**config.mk**
```make
export PLATFORM = sky130hd
export DESIGN_NAME = levenshtein_controller
export DESIGN_NICKNAME = d
export VERILOG_FILES = /design/src/hdl/lev_pkg.sv /design/src/hdl/levenshtein_controller.sv
export VERILOG_INCLUDE_DIRS = /design/src /design/src/hdl
export SDC_FILE = /design/constraint.sdc
export NUM_CORES = 1
export LEC_CHECK = 0
export ABC_AREA = 1
export BUFFER_PORTS_ARGS = -buffer_cell sky130_fd_sc_hd__buf_2
export CAP_MARGIN = 30
export CORE_ASPECT_RATIO = 0.7
export CORE_MARGIN = 2
export CORE_UTILIZATION = 50
export DETAILED_ROUTE_END_ITERATION = 16
export GPL_TIMING_DRIVEN = 0
export PLACE_DENSITY = 0.67
export SLEW_MARGIN = 10
export SYNTH_ARGS = -nofsm -noshare
export SYNTH_HDL_FRONTEND = slang
export SYNTH_SLANG_ARGS = --single-unit
```
**constraint.sdc**
```tcl
create_clock -name clk_i -period 5 [get_ports clk_i]
set_clock_uncertainty 0.1 [all_clocks]
set_input_delay 1.5 -clock clk_i [delete_from_list [all_inputs] [get_ports clk_i]]
set_output_delay 1.5 -clock clk_i [all_outputs]
set_load 0.01 [all_outputs]
```
**src/hdl/lev_defines.svh**
```systemverilog
// Bus and memory address widths, bitvector width and controller register offsets
`ifndef LEV_DEFINES_SVH
`define LEV_DEFINES_SVH

`define LEV_BUS_AW 16  // Host and master byte address
`define LEV_MEM_AW 10  // 1 KiB dictionary memory
`define LEV_BV_W   16  // Myers bitvector, also max pattern length

// Controller register offsets, offset 7 reads zero
`define LEV_REG_CTRL      3'd0
`define LEV_REG_LEN       3'd1
`define LEV_REG_DICT_LO   3'd2
`define LEV_REG_DICT_HI   3'd3
`define LEV_REG_BEST_DIST 3'd4
`define LEV_REG_IDX_LO    3'd5
`define LEV_REG_IDX_HI    3'd6

`endif

```
**src/hdl/lev_pkg.sv**
```systemverilog
// Bus address, data, memory address, bitvector, distance and word index types
`include "lev_defines.svh"

package lev_pkg;

    typedef logic [`LEV_BUS_AW-1:0] bus_addr_t;  // Bit 15 set selects memory
    typedef logic [7:0]             byte_t;
    typedef logic [`LEV_MEM_AW-1:0] mem_addr_t;
    typedef logic [`LEV_BV_W-1:0]   bitvec_t;    // Vertical or horizontal deltas
    typedef logic [7:0]             dist_t;
    typedef logic [15:0]            word_idx_t;

endpackage

```
**src/hdl/levenshtein_controller.sv**
```systemverilog
// Register slave and dictionary scan engine with the Myers bit-parallel distance update
`include "lev_defines.svh"

module levenshtein_controller (
    input  logic               clk_i,
    input  logic               arst_n_i,
    input  logic               wbs_cyc_i,
    input  logic               wbs_stb_i,
    input  logic               wbs_we_i,
    input  logic [2:0]         wbs_adr_i,
    input  lev_pkg::byte_t     wbs_dat_i,
    output logic               wbs_ack_o,
    output lev_pkg::byte_t     wbs_dat_o,
    output logic               wbm_cyc_o,
    output logic               wbm_stb_o,
    output logic               wbm_we_o,
    output lev_pkg::mem_addr_t wbm_adr_o,
    output lev_pkg::byte_t     wbm_dat_o,
    input  logic               wbm_ack_i,
    input  lev_pkg::byte_t     wbm_dat_i
);

    localparam int IW = $clog2(`LEV_BV_W);

    typedef enum logic [1:0] {ST_IDLE, ST_PAT, ST_TXT} state_t;

    state_t             state;
    lev_pkg::byte_t     pat [`LEV_BV_W];
    lev_pkg::dist_t     len;  // Also the load index while fetching the pattern
    lev_pkg::dist_t     score;
    lev_pkg::dist_t     best_dist;
    lev_pkg::bus_addr_t dict;
    lev_pkg::word_idx_t word_idx;
    lev_pkg::word_idx_t best_idx;
    lev_pkg::mem_addr_t rd_adr;
    lev_pkg::bitvec_t   pv, mv, eq, xv, xh, ph, mh, ph_sh, mh_sh;
    lev_pkg::byte_t     reg_rdata;
    logic [IW-1:0]      top_idx;
    logic               req, rd_done, word_start, busy, wbs_wr, start;

    assign busy      = (state != ST_IDLE);
    assign wbs_wr    = wbs_cyc_i & wbs_stb_i & wbs_we_i & ~wbs_ack_o;
    assign start     = wbs_wr & (wbs_adr_i == `LEV_REG_CTRL) & wbs_dat_i[0] & ~busy;
    assign rd_done   = req & wbm_ack_i;
    assign wbm_cyc_o = req;
    assign wbm_stb_o = req;
    assign wbm_we_o  = 1'b0;  // Engine only reads
    assign wbm_dat_o = '0;
    assign wbm_adr_o = rd_adr;
    assign top_idx   = IW'(len - 8'd1);

    // Match vector of the incoming text character
    always_comb begin
        for (int i = 0; i < `LEV_BV_W; i++) begin
            eq[i] = (i < int'(len)) && (pat[i] == wbm_dat_i);
        end
    end

    assign xv    = eq | mv;
    assign xh    = (((eq & pv) + pv) ^ pv) | eq;
    assign ph    = mv | ~(xh | pv);
    assign mh    = pv & xh;
    assign ph_sh = {ph[`LEV_BV_W-2:0], 1'b1};  // Global distance, top row grows by one
    assign mh_sh = {mh[`LEV_BV_W-2:0], 1'b0};

    always_ff @(posedge clk_i) begin
        if (rd_done && state == ST_PAT && wbm_dat_i != 8'h00) begin
            pat[len[IW-1:0]] <= wbm_dat_i;
        end
    end

    always_ff @(posedge clk_i or negedge arst_n_i) begin
        if (!arst_n_i) begin
            state      <= ST_IDLE;
            req        <= 1'b0;
            len        <= '0;
            score      <= '0;
            best_dist  <= 8'hFF;
            best_idx   <= '0;
            dict       <= '0;
            word_idx   <= '0;
            rd_adr     <= '0;
            pv         <= '1;
            mv         <= '0;
            word_start <= 1'b1;
        end else begin
            if (wbs_wr && wbs_adr_i == `LEV_REG_DICT_LO) dict[7:0] <= wbs_dat_i;
            if (wbs_wr && wbs_adr_i == `LEV_REG_DICT_HI) dict[15:8] <= wbs_dat_i;

            if (start) begin
                state     <= ST_PAT;
                len       <= '0;
                rd_adr    <= '0;
                best_dist <= 8'hFF;
                best_idx  <= '0;
            end else if (rd_done) begin
                req    <= 1'b0;
                rd_adr <= rd_adr + 1'b1;
                if (state == ST_PAT) begin
                    if (wbm_dat_i == 8'h00) begin  // Pattern complete, start the scan
                        state      <= (len == '0) ? ST_IDLE : ST_TXT;
                        rd_adr     <= dict[`LEV_MEM_AW-1:0];
                        pv         <= '1;
                        mv         <= '0;
                        score      <= len;
                        word_idx   <= '0;
                        word_start <= 1'b1;
                    end else begin
                        len <= len + 1'b1;
                    end
                end else if (wbm_dat_i == 8'h00) begin
                    if (word_start) begin  // Empty word ends the dictionary
                        state <= ST_IDLE;
                    end else begin
                        if (score < best_dist) begin
                            best_dist <= score;
                            best_idx  <= word_idx;
                        end
                        word_idx   <= word_idx + 1'b1;
                        pv         <= '1;
                        mv         <= '0;
                        score      <= len;
                        word_start <= 1'b1;
                    end
                end else begin
                    pv         <= mh_sh | ~(xv | ph_sh);
                    mv         <= ph_sh & xv;
                    word_start <= 1'b0;
                    if (ph[top_idx]) begin
                        score <= score + 1'b1;
                    end else if (mh[top_idx]) begin
                        score <= score - 1'b1;
                    end
                end
            end else if (!req && busy) begin
                req <= 1'b1;
            end
        end
    end

    always_comb begin
        case (wbs_adr_i)
            `LEV_REG_CTRL:      reg_rdata = {7'b0, busy};
            `LEV_REG_LEN:       reg_rdata = len;
            `LEV_REG_DICT_LO:   reg_rdata = dict[7:0];
            `LEV_REG_DICT_HI:   reg_rdata = dict[15:8];
            `LEV_REG_BEST_DIST: reg_rdata = best_dist;
            `LEV_REG_IDX_LO:    reg_rdata = best_idx[7:0];
            `LEV_REG_IDX_HI:    reg_rdata = best_idx[15:8];
            default:            reg_rdata = '0;
        endcase
    end

    always_ff @(posedge clk_i or negedge arst_n_i) begin
        if (!arst_n_i) begin
            wbs_ack_o <= 1'b0;
            wbs_dat_o <= '0;
        end else begin
            wbs_ack_o <= wbs_cyc_i & wbs_stb_i & ~wbs_ack_o;
            wbs_dat_o <= reg_rdata;
        end
    end

    // Memory acks only arrive while an engine read is outstanding
    assert property (@(posedge clk_i) disable iff (!arst_n_i)
        wbm_ack_i |-> wbm_stb_o);

    // Score increments never wrap past 255
    assert property (@(posedge clk_i) disable iff (!arst_n_i)
        rd_done && state == ST_TXT && wbm_dat_i != 8'h00 && ph[top_idx] |-> score != 8'hFF);

endmodule

```
==> results of run 1 <==
-- sequential cells by signal (all words and copies together) (netlist names) --
signal	count
best_dist	8
best_idx	16
dict	16
len	8
mv	16
pat	128
pv	16
score	8
state	2
wbm_adr_o	10
wbm_cyc_o	1
wbs_ack_o	1
wbs_dat_o	8
word_idx	16
word_start	1
-- report_power, final --
| group | internal (µW) | switching [µW] | leakage, µW |
|---|---|---|---|
| clock | 1230 | 873 | 0.000460 |
| sequential | 2380 | 188 | 0.00267 |
| combinational | 683 | 906 | 0.00483 |
-- worst max-delay path, delay by kind of cell --
kind / cells / cell delay (ns)
and+or+nand+nor: 18 / 2.03
AOI/OAI and AO/OA: 3 / 0.41
xor gates and xnor gates: 1 / 0.16
buffers and inverters: 7 / 0.91
adders and majority gates: 1 / 0.26
-- per-layer routing --
metal | vias up | track usage (%) | wire, µm
li1 | 5739 | - | -
met1 | 5782 | 43.1 | 19900
met2 | 516 | 37.6 | 17300
met3 | 47 | 7.50 | 4660
met4 | 0 | 4.96 | 497
met5 | - | 0 | 0
-- worst paths after layout --
| check | start | to | slack [ns] |
|---|---|---|---|
| worst max register to register | len[0] | score[3] | 0.15 |
| worst min register to register | wbs_ack_o | wbs_ack_o | 0.36 |
| min in group asynchronous | arst_n_i | mv[7] | 0.81 |
| worst min-delay path | wbs_ack_o | wbs_ack_o | 0.36 |
| max in group asynchronous | arst_n_i | best_dist[5] | 3.22 |
| worst max-delay path | wbm_dat_i[5] | score[3] | 0.08 |
-- Yosys cell counts (2+ instances only) --
| library cell | count |
|---|---|
| nand3_1 | 78 |
| a22oi_1 | 11 |
| o221ai_1 | 10 |
| nor2_4 | 8 |
| o21a_1 | 2 |
| o22ai_1 | 8 |
| inv_2 | 15 |
| o32ai_1 | 12 |
| nor2_1 | 160 |
| nand3_2 | 12 |
| o31ai_1 | 2 |
| nor4_1 | 4 |
| a31oi_1 | 6 |
| nand2_4 | 4 |
| a32oi_1 | 7 |
| or2_2 | 7 |
| o21ai_1 | 9 |
| a21oi_1 | 52 |
| and2_1 | 3 |
| dfstp_2 | 25 |
| o211ai_1 | 8 |
| o21ai_2 | 8 |
| edfxtp_1 | 128 |
| xor2_1 | 45 |
| a21oi_2 | 3 |
| nor3_1 | 16 |
| buf_2 | 2 |
| dfrtp_1 | 102 |
| nand2_2 | 15 |
| nor2_2 | 19 |
| o2111ai_1 | 2 |
| ha_1 | 22 |
| o21ai_0 | 71 |
| buf_4 | 12 |
| inv_1 | 215 |
| nand2_1 | 441 |
| a221oi_1 | 6 |
| xnor2_1 | 51 |
| clkbuf_1 | 13 |
| nand4_2 | 2 |
| clkinv_1 | 2 |
| buf_6 | 17 |
| nand4_1 | 19 |
-- through the flow --
step / std cells / total power (µW) / setup WS, ns
2_1_floorplan: 1684 / 3490 / 0.0276
3_3_place_gp: 2100 / 3820 / -1.28
3_5_place_dp: 2104 / 3860 / -1.30
4_1_cts: 2180 / 6120 / 0.00457
5_1_grt: 2204 / 6570 / -0.127
6_report: 2204 / 6270 / 0.0808
-- kinds of logic (layout without fill, tap and decap cells) --
family	count (synthesis)	after routing	synth area share, %
AOI/OAI and AO/OA	226	226	9.89
buffers and inverters	282	431	8.83
xor gates and xnor gates	96	96	5.85
other	1	9	0.0261
DFF	255	255	49.1
and+or+nand+nor	793	793	24.2
adders and majority gates	23	23	2.06
-- area by class of cell --
cell class,count,area (µm²),share of cell area (%)
Sequential cell,255,7050,41.0
Clock buffer,36,768,4.47
Buffer,39,339,1.97
Timing Repair Buffer,110,1040,6.03
Clock inverter,12,165,0.960
Inverter,234,897,5.22
Tap cell,371,464,2.70
Multi-Input combinational cell,1147,6470,37.6
-- repair_timing --
action                                  in CTS  in global routing
pin swaps                                   17                 48
endpoints found under the setup margin       6                  8
hold endpoints to repair                     0                  0
gates cloned                                 0                  8
buffers inserted                            34                 16
gates resized for setup                     75                 89
hold buffers                                 0                  0
-- cells in the final DEF (no fill, tap or decap), types with 19 or more instances in the layout --
master / synthesis / final
ha_1: 22 / 20
inv_1: 215 / 213
xor2_1: 45 / 44
o21ai_0: 71 / 67
nand2_1: 441 / 422
nand4_1: 19 / 19
dfstp_2: 25 / 25
nor2_1: 160 / 140
nand2_2: 15 / 31
nor2_2: 19 / 24
buf_4: 12 / 61
buf_2: 2 / 41
edfxtp_1: 128 / 128
nor2_4: 8 / 23
nand3_2: 12 / 25
a21oi_1: 52 / 46
xnor2_1: 51 / 49
clkbuf_16: 0 / 34
dfrtp_1: 102 / 101
nand3_1: 78 / 60
==> metrics, run 1 <==
Gate Count Post-Synth 1676; routability-driven placement congestion ratio between 0.9 and 1; fraction of layout cells with a size suffix above 1 20.7%; Reg clk slew, reported paths 0.06 ns; worst-margin pin slew ~0.87 ns; Worst setup SP type input port; overall global routing resource usage 27.4%; Max Slew Vio Count 0; RSZ-0062 raised after global routing yes; Via density 5.48; max_cap viols 0; Min-Delay Path Class reg2reg; post-synthesis async set-or-reset flop share between 40% and 50%; Detailed Routing Iterations Pass 1 6; Post-DP Area 15200 µm²; die area 30100 µm²; PD cells 364 nW/µm²; antenna violations before repair 0; Yosys cell types 65; CTS max path bufs 3; top_reg_cell synth edfxtp_1; CTS sink count 255; CP Class in2reg; CTS Buf Count 26; Initial DRC Count 1265; hold_ws 0.357 ns; DRC 0; clock root buffer master clkbuf_16; Synth Cell Area roughly 14000 µm²; die span in x 207 µm; Die Y roughly 150 µm; ranking of synthesized cells by area edfxtp_1 (27%), dfrtp_1 (18%), nand2_1 (12%); critical path required time around 5.4 ns; WL/cell 19.2 µm; vias in the first global route 10938; Initial Util about half; Hold Fails Final Rpt 0; Skew-Pair Late Insertion Delay 0.58 ns; Port Buf Inserts 45; status complete, no violations; Fillers 2360; crit-path max FO 12; post-route clock period utilization 98.4%; CTS tree done; relative slew slack a little over two fifths; Core ar. 28000 µm²; Layout Nets 1861; Worst Reg-to-Reg Cells 32; hold path depth 1; worst vdd ir 0.000275 V; final core occ 61.4%; Synth Register Bits 255; H-tree levels 1; Ant. Diodes 0; final instance area 17200 µm²; Tmin final just under 5 ns; Area growth, synth to finish 19.7%; I/O pin count 55; synthesis warning total 0; Data arrival, critical path 5.27 ns; critical path's slowest cell nor2_4; post-synth top area share 26.8%; vias post-DR 12084; site row count between 50 and 60; Yosys top cell by area edfxtp_1; routed wire length 42400 µm; Syn Area/Cell 8.57 µm²; Largest stage delay, worst path 0.28 ns; Total Negative Setup Slacks 0 ns; HPWL after DPL 29900 µm; sequential area share after synthesis about half; largest net degree at the start of global routing 67; Detail Route Antenna Nets 0; grt ovf 0; number of flops mapped to enable cells by yosys 128; first-pass GRT wire length between 60000 and 70000 µm; f_max between 200 and 250 MHz; Critical Path End Type flip-flop; Lkg Pwr 0.00795 µW; Worst path most repeated cell buf_4; final setup violating endpoints 0
Power figures use the tool's default switching activity.
==> run 2, diff against run 1 <==
--- a/config.mk
+++ b/config.mk
@@ -7,14 +7,13 @@
 export NUM_CORES = 1
 export LEC_CHECK = 0
 export ABC_AREA = 1
-export BUFFER_PORTS_ARGS = -buffer_cell sky130_fd_sc_hd__buf_2
 export CAP_MARGIN = 30
 export CORE_ASPECT_RATIO = 0.7
 export CORE_MARGIN = 2
 export CORE_UTILIZATION = 50
 export DETAILED_ROUTE_END_ITERATION = 16
+export DONT_BUFFER_PORTS = 1
 export GPL_TIMING_DRIVEN = 0
-export PLACE_DENSITY = 0.67
 export SLEW_MARGIN = 10
 export SYNTH_ARGS = -nofsm -noshare
 export SYNTH_HDL_FRONTEND = slang
==> run 2 against run 1 <==
Compared with the run above: sequential power about the same; wire length up 1.7%; fmax up 1.3%.
==> metrics, run 2 (synthesized netlist as in run 1, its figures left out) <==
WL met3 4720 µm (was 4660 µm); hold_ws 0.373 ns (was 0.357 ns); Multi-input gate area 6540 µm² (was 6470 µm²); f_max 206 MHz (was 203 MHz); Hold Fails Final Rpt 0 (unchanged); Max Used Layer met4 (unchanged); critical path's slowest cell ha_1 (was nor2_4); worst-margin pin slew 0.897 ns (was 0.866 ns); most frequent cells in the layout nand2_1 (410), inv_1 (212), nor2_1 (136), edfxtp_1 (128), dfrtp_1 (100) (was nand2_1 (422), inv_1 (213), nor2_1 (140), edfxtp_1 (128), dfrtp_1 (101)); Largest stage delay, worst path 0.30 ns (was 0.28 ns); CP endpoint score[7] (was score[3]); FF-to-FF End score[7] (was score[3]); Fillers 2480 (was 2360); RR Startpoint len[1] (was len[0]); max FFs per register 128 (unchanged); PD cells 363 nW/µm² (was 364 nW/µm²); sequential power share 42.9% (was 41.0%); hold_sp state[0] (was wbs_ack_o); die area 30100 µm² (unchanged); crit-path max FO 17 (was 12); Ant. Diodes 0 (unchanged); routability-driven placement congestion ratio 0.986 (was 0.932); Area growth, synth to finish 15.9% (was 19.7%); Worst setup SP type input port (unchanged); Worst path most repeated cell nand3_1 (was buf_4); H-tree levels 1 (unchanged); vias post-DR 11820 (was 12084); relative slew slack 40.0% (was 42.0%); CTS tree done (unchanged); Initial DRC Count 1152 (was 1265); final core occ 59.5% (was 61.4%); grt ovf 0 (unchanged); DRT met1 WL 21400 µm (was 19900 µm); worst vdd ir 0.000468 V (was 0.000275 V); HPWL after DPL 31400 µm (was 29900 µm); first-pass GRT wire length 65100 µm (was 62800 µm); Worst Reg-to-Reg Cells 31 (was 32); CTS sink count 255 (unchanged); WL/cell 20.1 µm (was 19.2 µm); Total Negative Setup Slacks 0 ns (unchanged); site row count 51 (unchanged); final setup violating endpoints 0 (unchanged); overall global routing resource usage 28.8% (was 27.4%); R2R setup slack 0.26 ns (was 0.15 ns); Post-DP Area 14900 µm² (was 15200 µm²); clock share of power 33.0% (was 33.6%); Detail Route Antenna Nets 0 (unchanged); CTS Buf Count 27 (was 26); overall power 6050 µW (was 6270 µW); I/O pin count 55 (unchanged); Skew-Pair Late Insertion Delay 0.55 ns (was 0.58 ns); CP startpoint wbm_dat_i[0] (was wbm_dat_i[5]); Min-Delay Path Class reg2reg (unchanged); CTS max path bufs 3 (unchanged); Via density 5.51 (was 5.48); Initial Util 51.3% (unchanged); status complete, no violations (unchanged); routed wire length 43100 µm (was 42400 µm); Critical Path End Type flip-flop (unchanged); Layout Nets 1802 (was 1861); commonest non-fill, non-tap cell in the layout nand2_1 (unchanged); Core ar. 28000 µm² (unchanged); critical path required time 5.34 ns (was 5.35 ns); Max Slew Vio Count 0 (unchanged); vias in the first global route 10664 (was 10938); Switching Share 31.7% (was 31.4%); post-route clock period utilization 97.1% (was 98.4%); largest net degree at the start of global routing 128 (was 67); Lkg Pwr 0.00755 µW (was 0.00795 µW); Detailed Routing Iterations Pass 1 5 (was 6); Die Y 146 µm (unchanged); Comb pwr share 24.1% (was 25.4%); fraction of layout cells with a size suffix above 1 18.8% (was 20.7%); Reg clk slew, reported paths 0.06 ns (about the same); met2 routed WL 16400 µm (was 17300 µm); antenna violations before repair 0 (unchanged); register area 7060 µm² (was 7050 µm²); P_sw 1920 µW (was 1970 µW); Data arrival, critical path 5.20 ns (was 5.27 ns); Internal Power 4130 µW (was 4300 µW); DRC 0 (unchanged); Tmin final 4.86 ns (was 4.92 ns); clock root buffer master clkbuf_16 (unchanged); Port Buf Inserts 0 (was 45); die span in x 207 µm (unchanged); RSZ-0062 raised after global routing yes (unchanged); CP Class in2reg (unchanged); max_cap viols 0 (unchanged); final instance area 16700 µm² (was 17200 µm²)
run 2: changes by cell type in the layout (fill, tap and decap cells not counted), sizes merged:
cell / before / now
buf: 125 / 73
clkbuf: 60 / 54
inv: 233 / 231
bufinv: 3 / 2
clkdlybuf4s18: 0 / 1
clkinv: 9 / 10
clkinvlp: 1 / 2
run 2: area by class of cell:
cell class                 count  area share (%)
inverter                     234            5.50
tap                          371            2.79
clock buffer                  39            4.51
sequential                   255            42.4
timing repair buffer          42            2.03
clock inverter                11           0.654
buffer                        47            2.89
multi-input combinational   1147            39.3
run 2: timing repair:
item | in CTS | in global routing
pin swaps | 28 | 45
setup buffers | 29 | 10
cloned | 0 | 1
gates resized for setup | 45 | 111
hold buffers | 0 | 0
setup endpoints to repair | 4 | 6
run 2: power by group through the flow:
stage	sequential [µW]	clock [µW]	combinational [µW]
6_report	2600	2000	1460
2_1_floorplan	2550	0	939
4_1_cts	2580	2030	1330
3_5_place_dp	2620	0	1190
5_1_grt	2610	2110	1620
3_3_place_gp	2620	0	1160
run 2: metrics by stage:
step / setup slack, ns / instances
floorplan: 0.0276 / 1684
global placement: -0.875 / 2055
detailed placement: -0.948 / 2057
CTS: 0.000814 / 2135
global route: -0.0998 / 2146
finish: 0.144 / 2146
run 2: critical path, delay by kind of cell:
family / cells / cell delay, ns
buf+inv: 6 / 0.79
simple gates: 19 / 1.65
fa+ha+maj: 1 / 0.30
xor+xnor: 1 / 0.19
compound gates: 4 / 0.71
run 2: worst min-delay path by stage:
stage               slack, ns       end  depth (start not counted)
floorplan                0.34  state[0]                          2
global placement         0.35  state[0]                          2
detailed placement       0.36  state[0]                          2
CTS                      0.37  state[0]                          2
global route             0.39  state[0]                          2
finish                   0.37  state[0]                          2
run 2: routing by layer:
| metal | vias to the layer above | GRT usage (%) |
|---|---|---|
| li1 | 5622 | - |
| met1 | 5688 | 49.7 |
| met2 | 467 | 36.2 |
| met3 | 43 | 6.31 |
| met4 | 0 | 4.18 |
| met5 | - | 0 |
==> run 3, diff against run 2 <==
==> constraint.sdc (replaced) <==
create_clock -name clk_i -period 5 [get_ports clk_i]
set_clock_uncertainty 0.1 [all_clocks]
set_input_delay 0 -clock clk_i [delete_from_list [all_inputs] [get_ports clk_i]]
set_output_delay 0 -clock clk_i [all_outputs]
set_load 0.01 [all_outputs]
==> run 3 against run 2 <==
Compared with the run above: the flow now finishes with violations (negative hold slack); clock power is essentially flat; first-iteration DRC count grew 20%; critical path depth grew 4; global-route usage grew 0.53 points; design area shrank 1.0%; fmax grew 3.5%; sequential power is essentially flat; sequential cell count is the same; critical path type is now reg2reg; largest power group unchanged.
==> metrics, run 3 (synthesized netlist as in run 1, its figures left out) <==
status finished, violations left (was complete, no violations); fraction of layout cells with a size suffix above 1 14.0% (was 18.8%); Port Buf Inserts 0 (unchanged); Largest stage delay, worst path 0.47 ns (was 0.30 ns); CTS max path bufs 3 (unchanged); Initial Util 51.3% (unchanged); overall global routing resource usage 29.4% (was 28.8%); R2R setup slack 0.31 ns (was 0.26 ns); Layout Nets 1819 (was 1802); FF-to-FF End score[7] (unchanged); overall power 5960 µW (was 6050 µW); Detailed Routing Iterations Pass 1 5 (unchanged); Switching Share 31.8% (was 31.7%); most frequent cells in the layout nand2_1 (429), inv_1 (213), nor2_1 (158), edfxtp_1 (128), dfrtp_1 (100) (was nand2_1 (410), inv_1 (212), nor2_1 (136), edfxtp_1 (128), dfrtp_1 (100)); worst-margin pin slew 0.997 ns (was 0.897 ns); Fillers 2521 (was 2480); hold_ws -0.0447 ns (was 0.373 ns); critical path's slowest cell dfrtp_2 (was ha_1); site row count 51 (unchanged); die area 30100 µm² (unchanged); P_sw 1890 µW (was 1920 µW); vias post-DR 11904 (was 11820); max_cap viols 0 (unchanged); CTS sink count 255 (unchanged); crit-path max FO 5 (was 17); commonest non-fill, non-tap cell in the layout nand2_1 (unchanged); Max Slew Vio Count 0 (unchanged); H-tree levels 1 (unchanged); Hold Fails Final Rpt 23 (was 0); Tmin final 4.69 ns (was 4.86 ns); HPWL after DPL 30900 µm (was 31400 µm); critical path required time 5.35 ns (was 5.34 ns); WL/cell 20.3 µm (was 20.1 µm); Data arrival, critical path 5.04 ns (was 5.20 ns); sequential power share 43.3% (was 42.9%); vias in the first global route 10935 (was 10664); grt ovf 0 (unchanged); CP Class reg2reg (was in2reg); Lkg Pwr 0.00754 µW (was 0.00755 µW); routed wire length 43800 µm (was 43100 µm); Reg clk slew, reported paths 0.07 ns (was 0.06 ns); f_max 213 MHz (was 206 MHz); Skew-Pair Late Insertion Delay 0.56 ns (was 0.55 ns); final setup violating endpoints 0 (unchanged); Buf/Inv on CP 4 (was 6); clock root buffer master clkbuf_16 (unchanged); largest net degree at the start of global routing 128 (unchanged); relative slew slack 33.3% (was 40.0%); failing checks negative hold slack; Critical Path End Type flip-flop (unchanged); crit-path leading delay family simple AND/OR/NAND/NOR gates (unchanged); antenna violations before repair 3 (was 0); Worst Reg-to-Reg Cells 35 (was 31); Worst path most repeated cell nand2_4 (was nand3_1); Worst setup SP type flip-flop (was input port); Area growth, synth to finish 14.7% (was 15.9%); DRC 0 (unchanged); post-route clock period utilization 93.8% (was 97.1%); Core ar. 28000 µm² (unchanged); Min-Delay Path Class in2async (was reg2reg); max FFs per register 128 (unchanged); Comb pwr share 22.7% (was 24.1%); CTS tree done (unchanged); I/O pin count 55 (unchanged); routability-driven placement congestion ratio 0.963 (was 0.986); Total Negative Setup Slacks 0 ns (unchanged); Die Y 146 µm (unchanged); RR Startpoint len[1] (unchanged); Detail Route Antenna Nets 0 (unchanged); Initial DRC Count 1385 (was 1152); first-pass GRT wire length 65800 µm (was 65100 µm); CTS Buf Count 27 (unchanged); PD cells 362 nW/µm² (was 363 nW/µm²); worst vdd ir 0.000369 V (was 0.000468 V); die span in x 207 µm (unchanged); Via density 5.51 (about the same); Internal Power 4070 µW (was 4130 µW); clock share of power 34.0% (was 33.0%); CP startpoint len[1] (was wbm_dat_i[0])
==> run 3: cell count changes in the layout (fill, tap and decap cells not counted), sizes merged <==
cell / before / now
clkinvlp: 2 / 1
buf: 73 / 55
dlymetal6s4s: 0 / 1
clkdlybuf4s18: 1 / 0
clkbuf: 54 / 50
clkinv: 10 / 12
diode: 0 / 2
dlygate4sd3: 0 / 35
==> run 3: cell type report <==
cell class | instances | area, µm² | area share (%)
Clock inverter | 12 | 108 | 0.653
Sequential cell | 255 | 7060 | 42.8
Inverter | 234 | 891 | 5.40
Timing Repair Buffer | 58 | 559 | 3.39
Buffer | 48 | 397 | 2.41
Multi-Input combinational cell | 1147 | 6240 | 37.8
Clock buffer | 35 | 767 | 4.65
Tap cell | 371 | 464 | 2.82
Antenna cell | 2 | 5.00 | 0.0304
==> run 3: worst max path at each step <==
stage,end,cells past startpoint,slack [ns]
finish,score[7],35,0.31
global route,score[7],36,-0.04
CTS,score[7],39,0.005
detailed placement,score[7],36,-0.48
global placement,score[7],36,-0.43
floorplan,score[7],36,0.77
==> run 3: timing repair <==
| item | 4_1_cts | 5_1_grt |
|---|---|---|
| gates resized for setup | 7 | 42 |
| buffers inserted | 5 | 11 |
| pin swaps | 2 | 29 |
| hold endpoints to repair | 312 | 8 |
| hold buffers | 35 | 2 |
| setup endpoints to repair | 3 | 4 |
==> run 3: through the flow <==
| step | setup WS [ns] | utilization [%] | instance area [µm²] | cells |
|---|---|---|---|---|
| after global placement | -0.432 | 53.0 | 14900 | 2055 |
| after floorplan | 0.771 | - | 14400 | 1684 |
| after CTS | 0.00510 | 57.7 | 16200 | 2144 |
| after detailed placement | -0.482 | 53.1 | 14900 | 2057 |
| after global routing | -0.0391 | 58.8 | 16500 | 2160 |
| final | 0.309 | 58.8 | 16500 | 2162 |
==> run 3: power by group through the flow <==
stage	sequential [µW]	combinational, µW	clock [µW]
after floorplan	2550	923	0
after global placement	2610	1130	0
after detailed placement	2610	1160	0
after CTS	2570	1260	2050
after global routing	2600	1530	2140
final	2580	1350	2030
==> run 3: layer usage <==
layer  global-route usage [%]  vias up  share of wire (%)
met1                     48.6     5679                 49
met2                     36.4      508                 37
met3                     9.85       50                 12
li1                         -     5665                  -
met4                     4.75        2                1.5
met5                        0        -              0.030
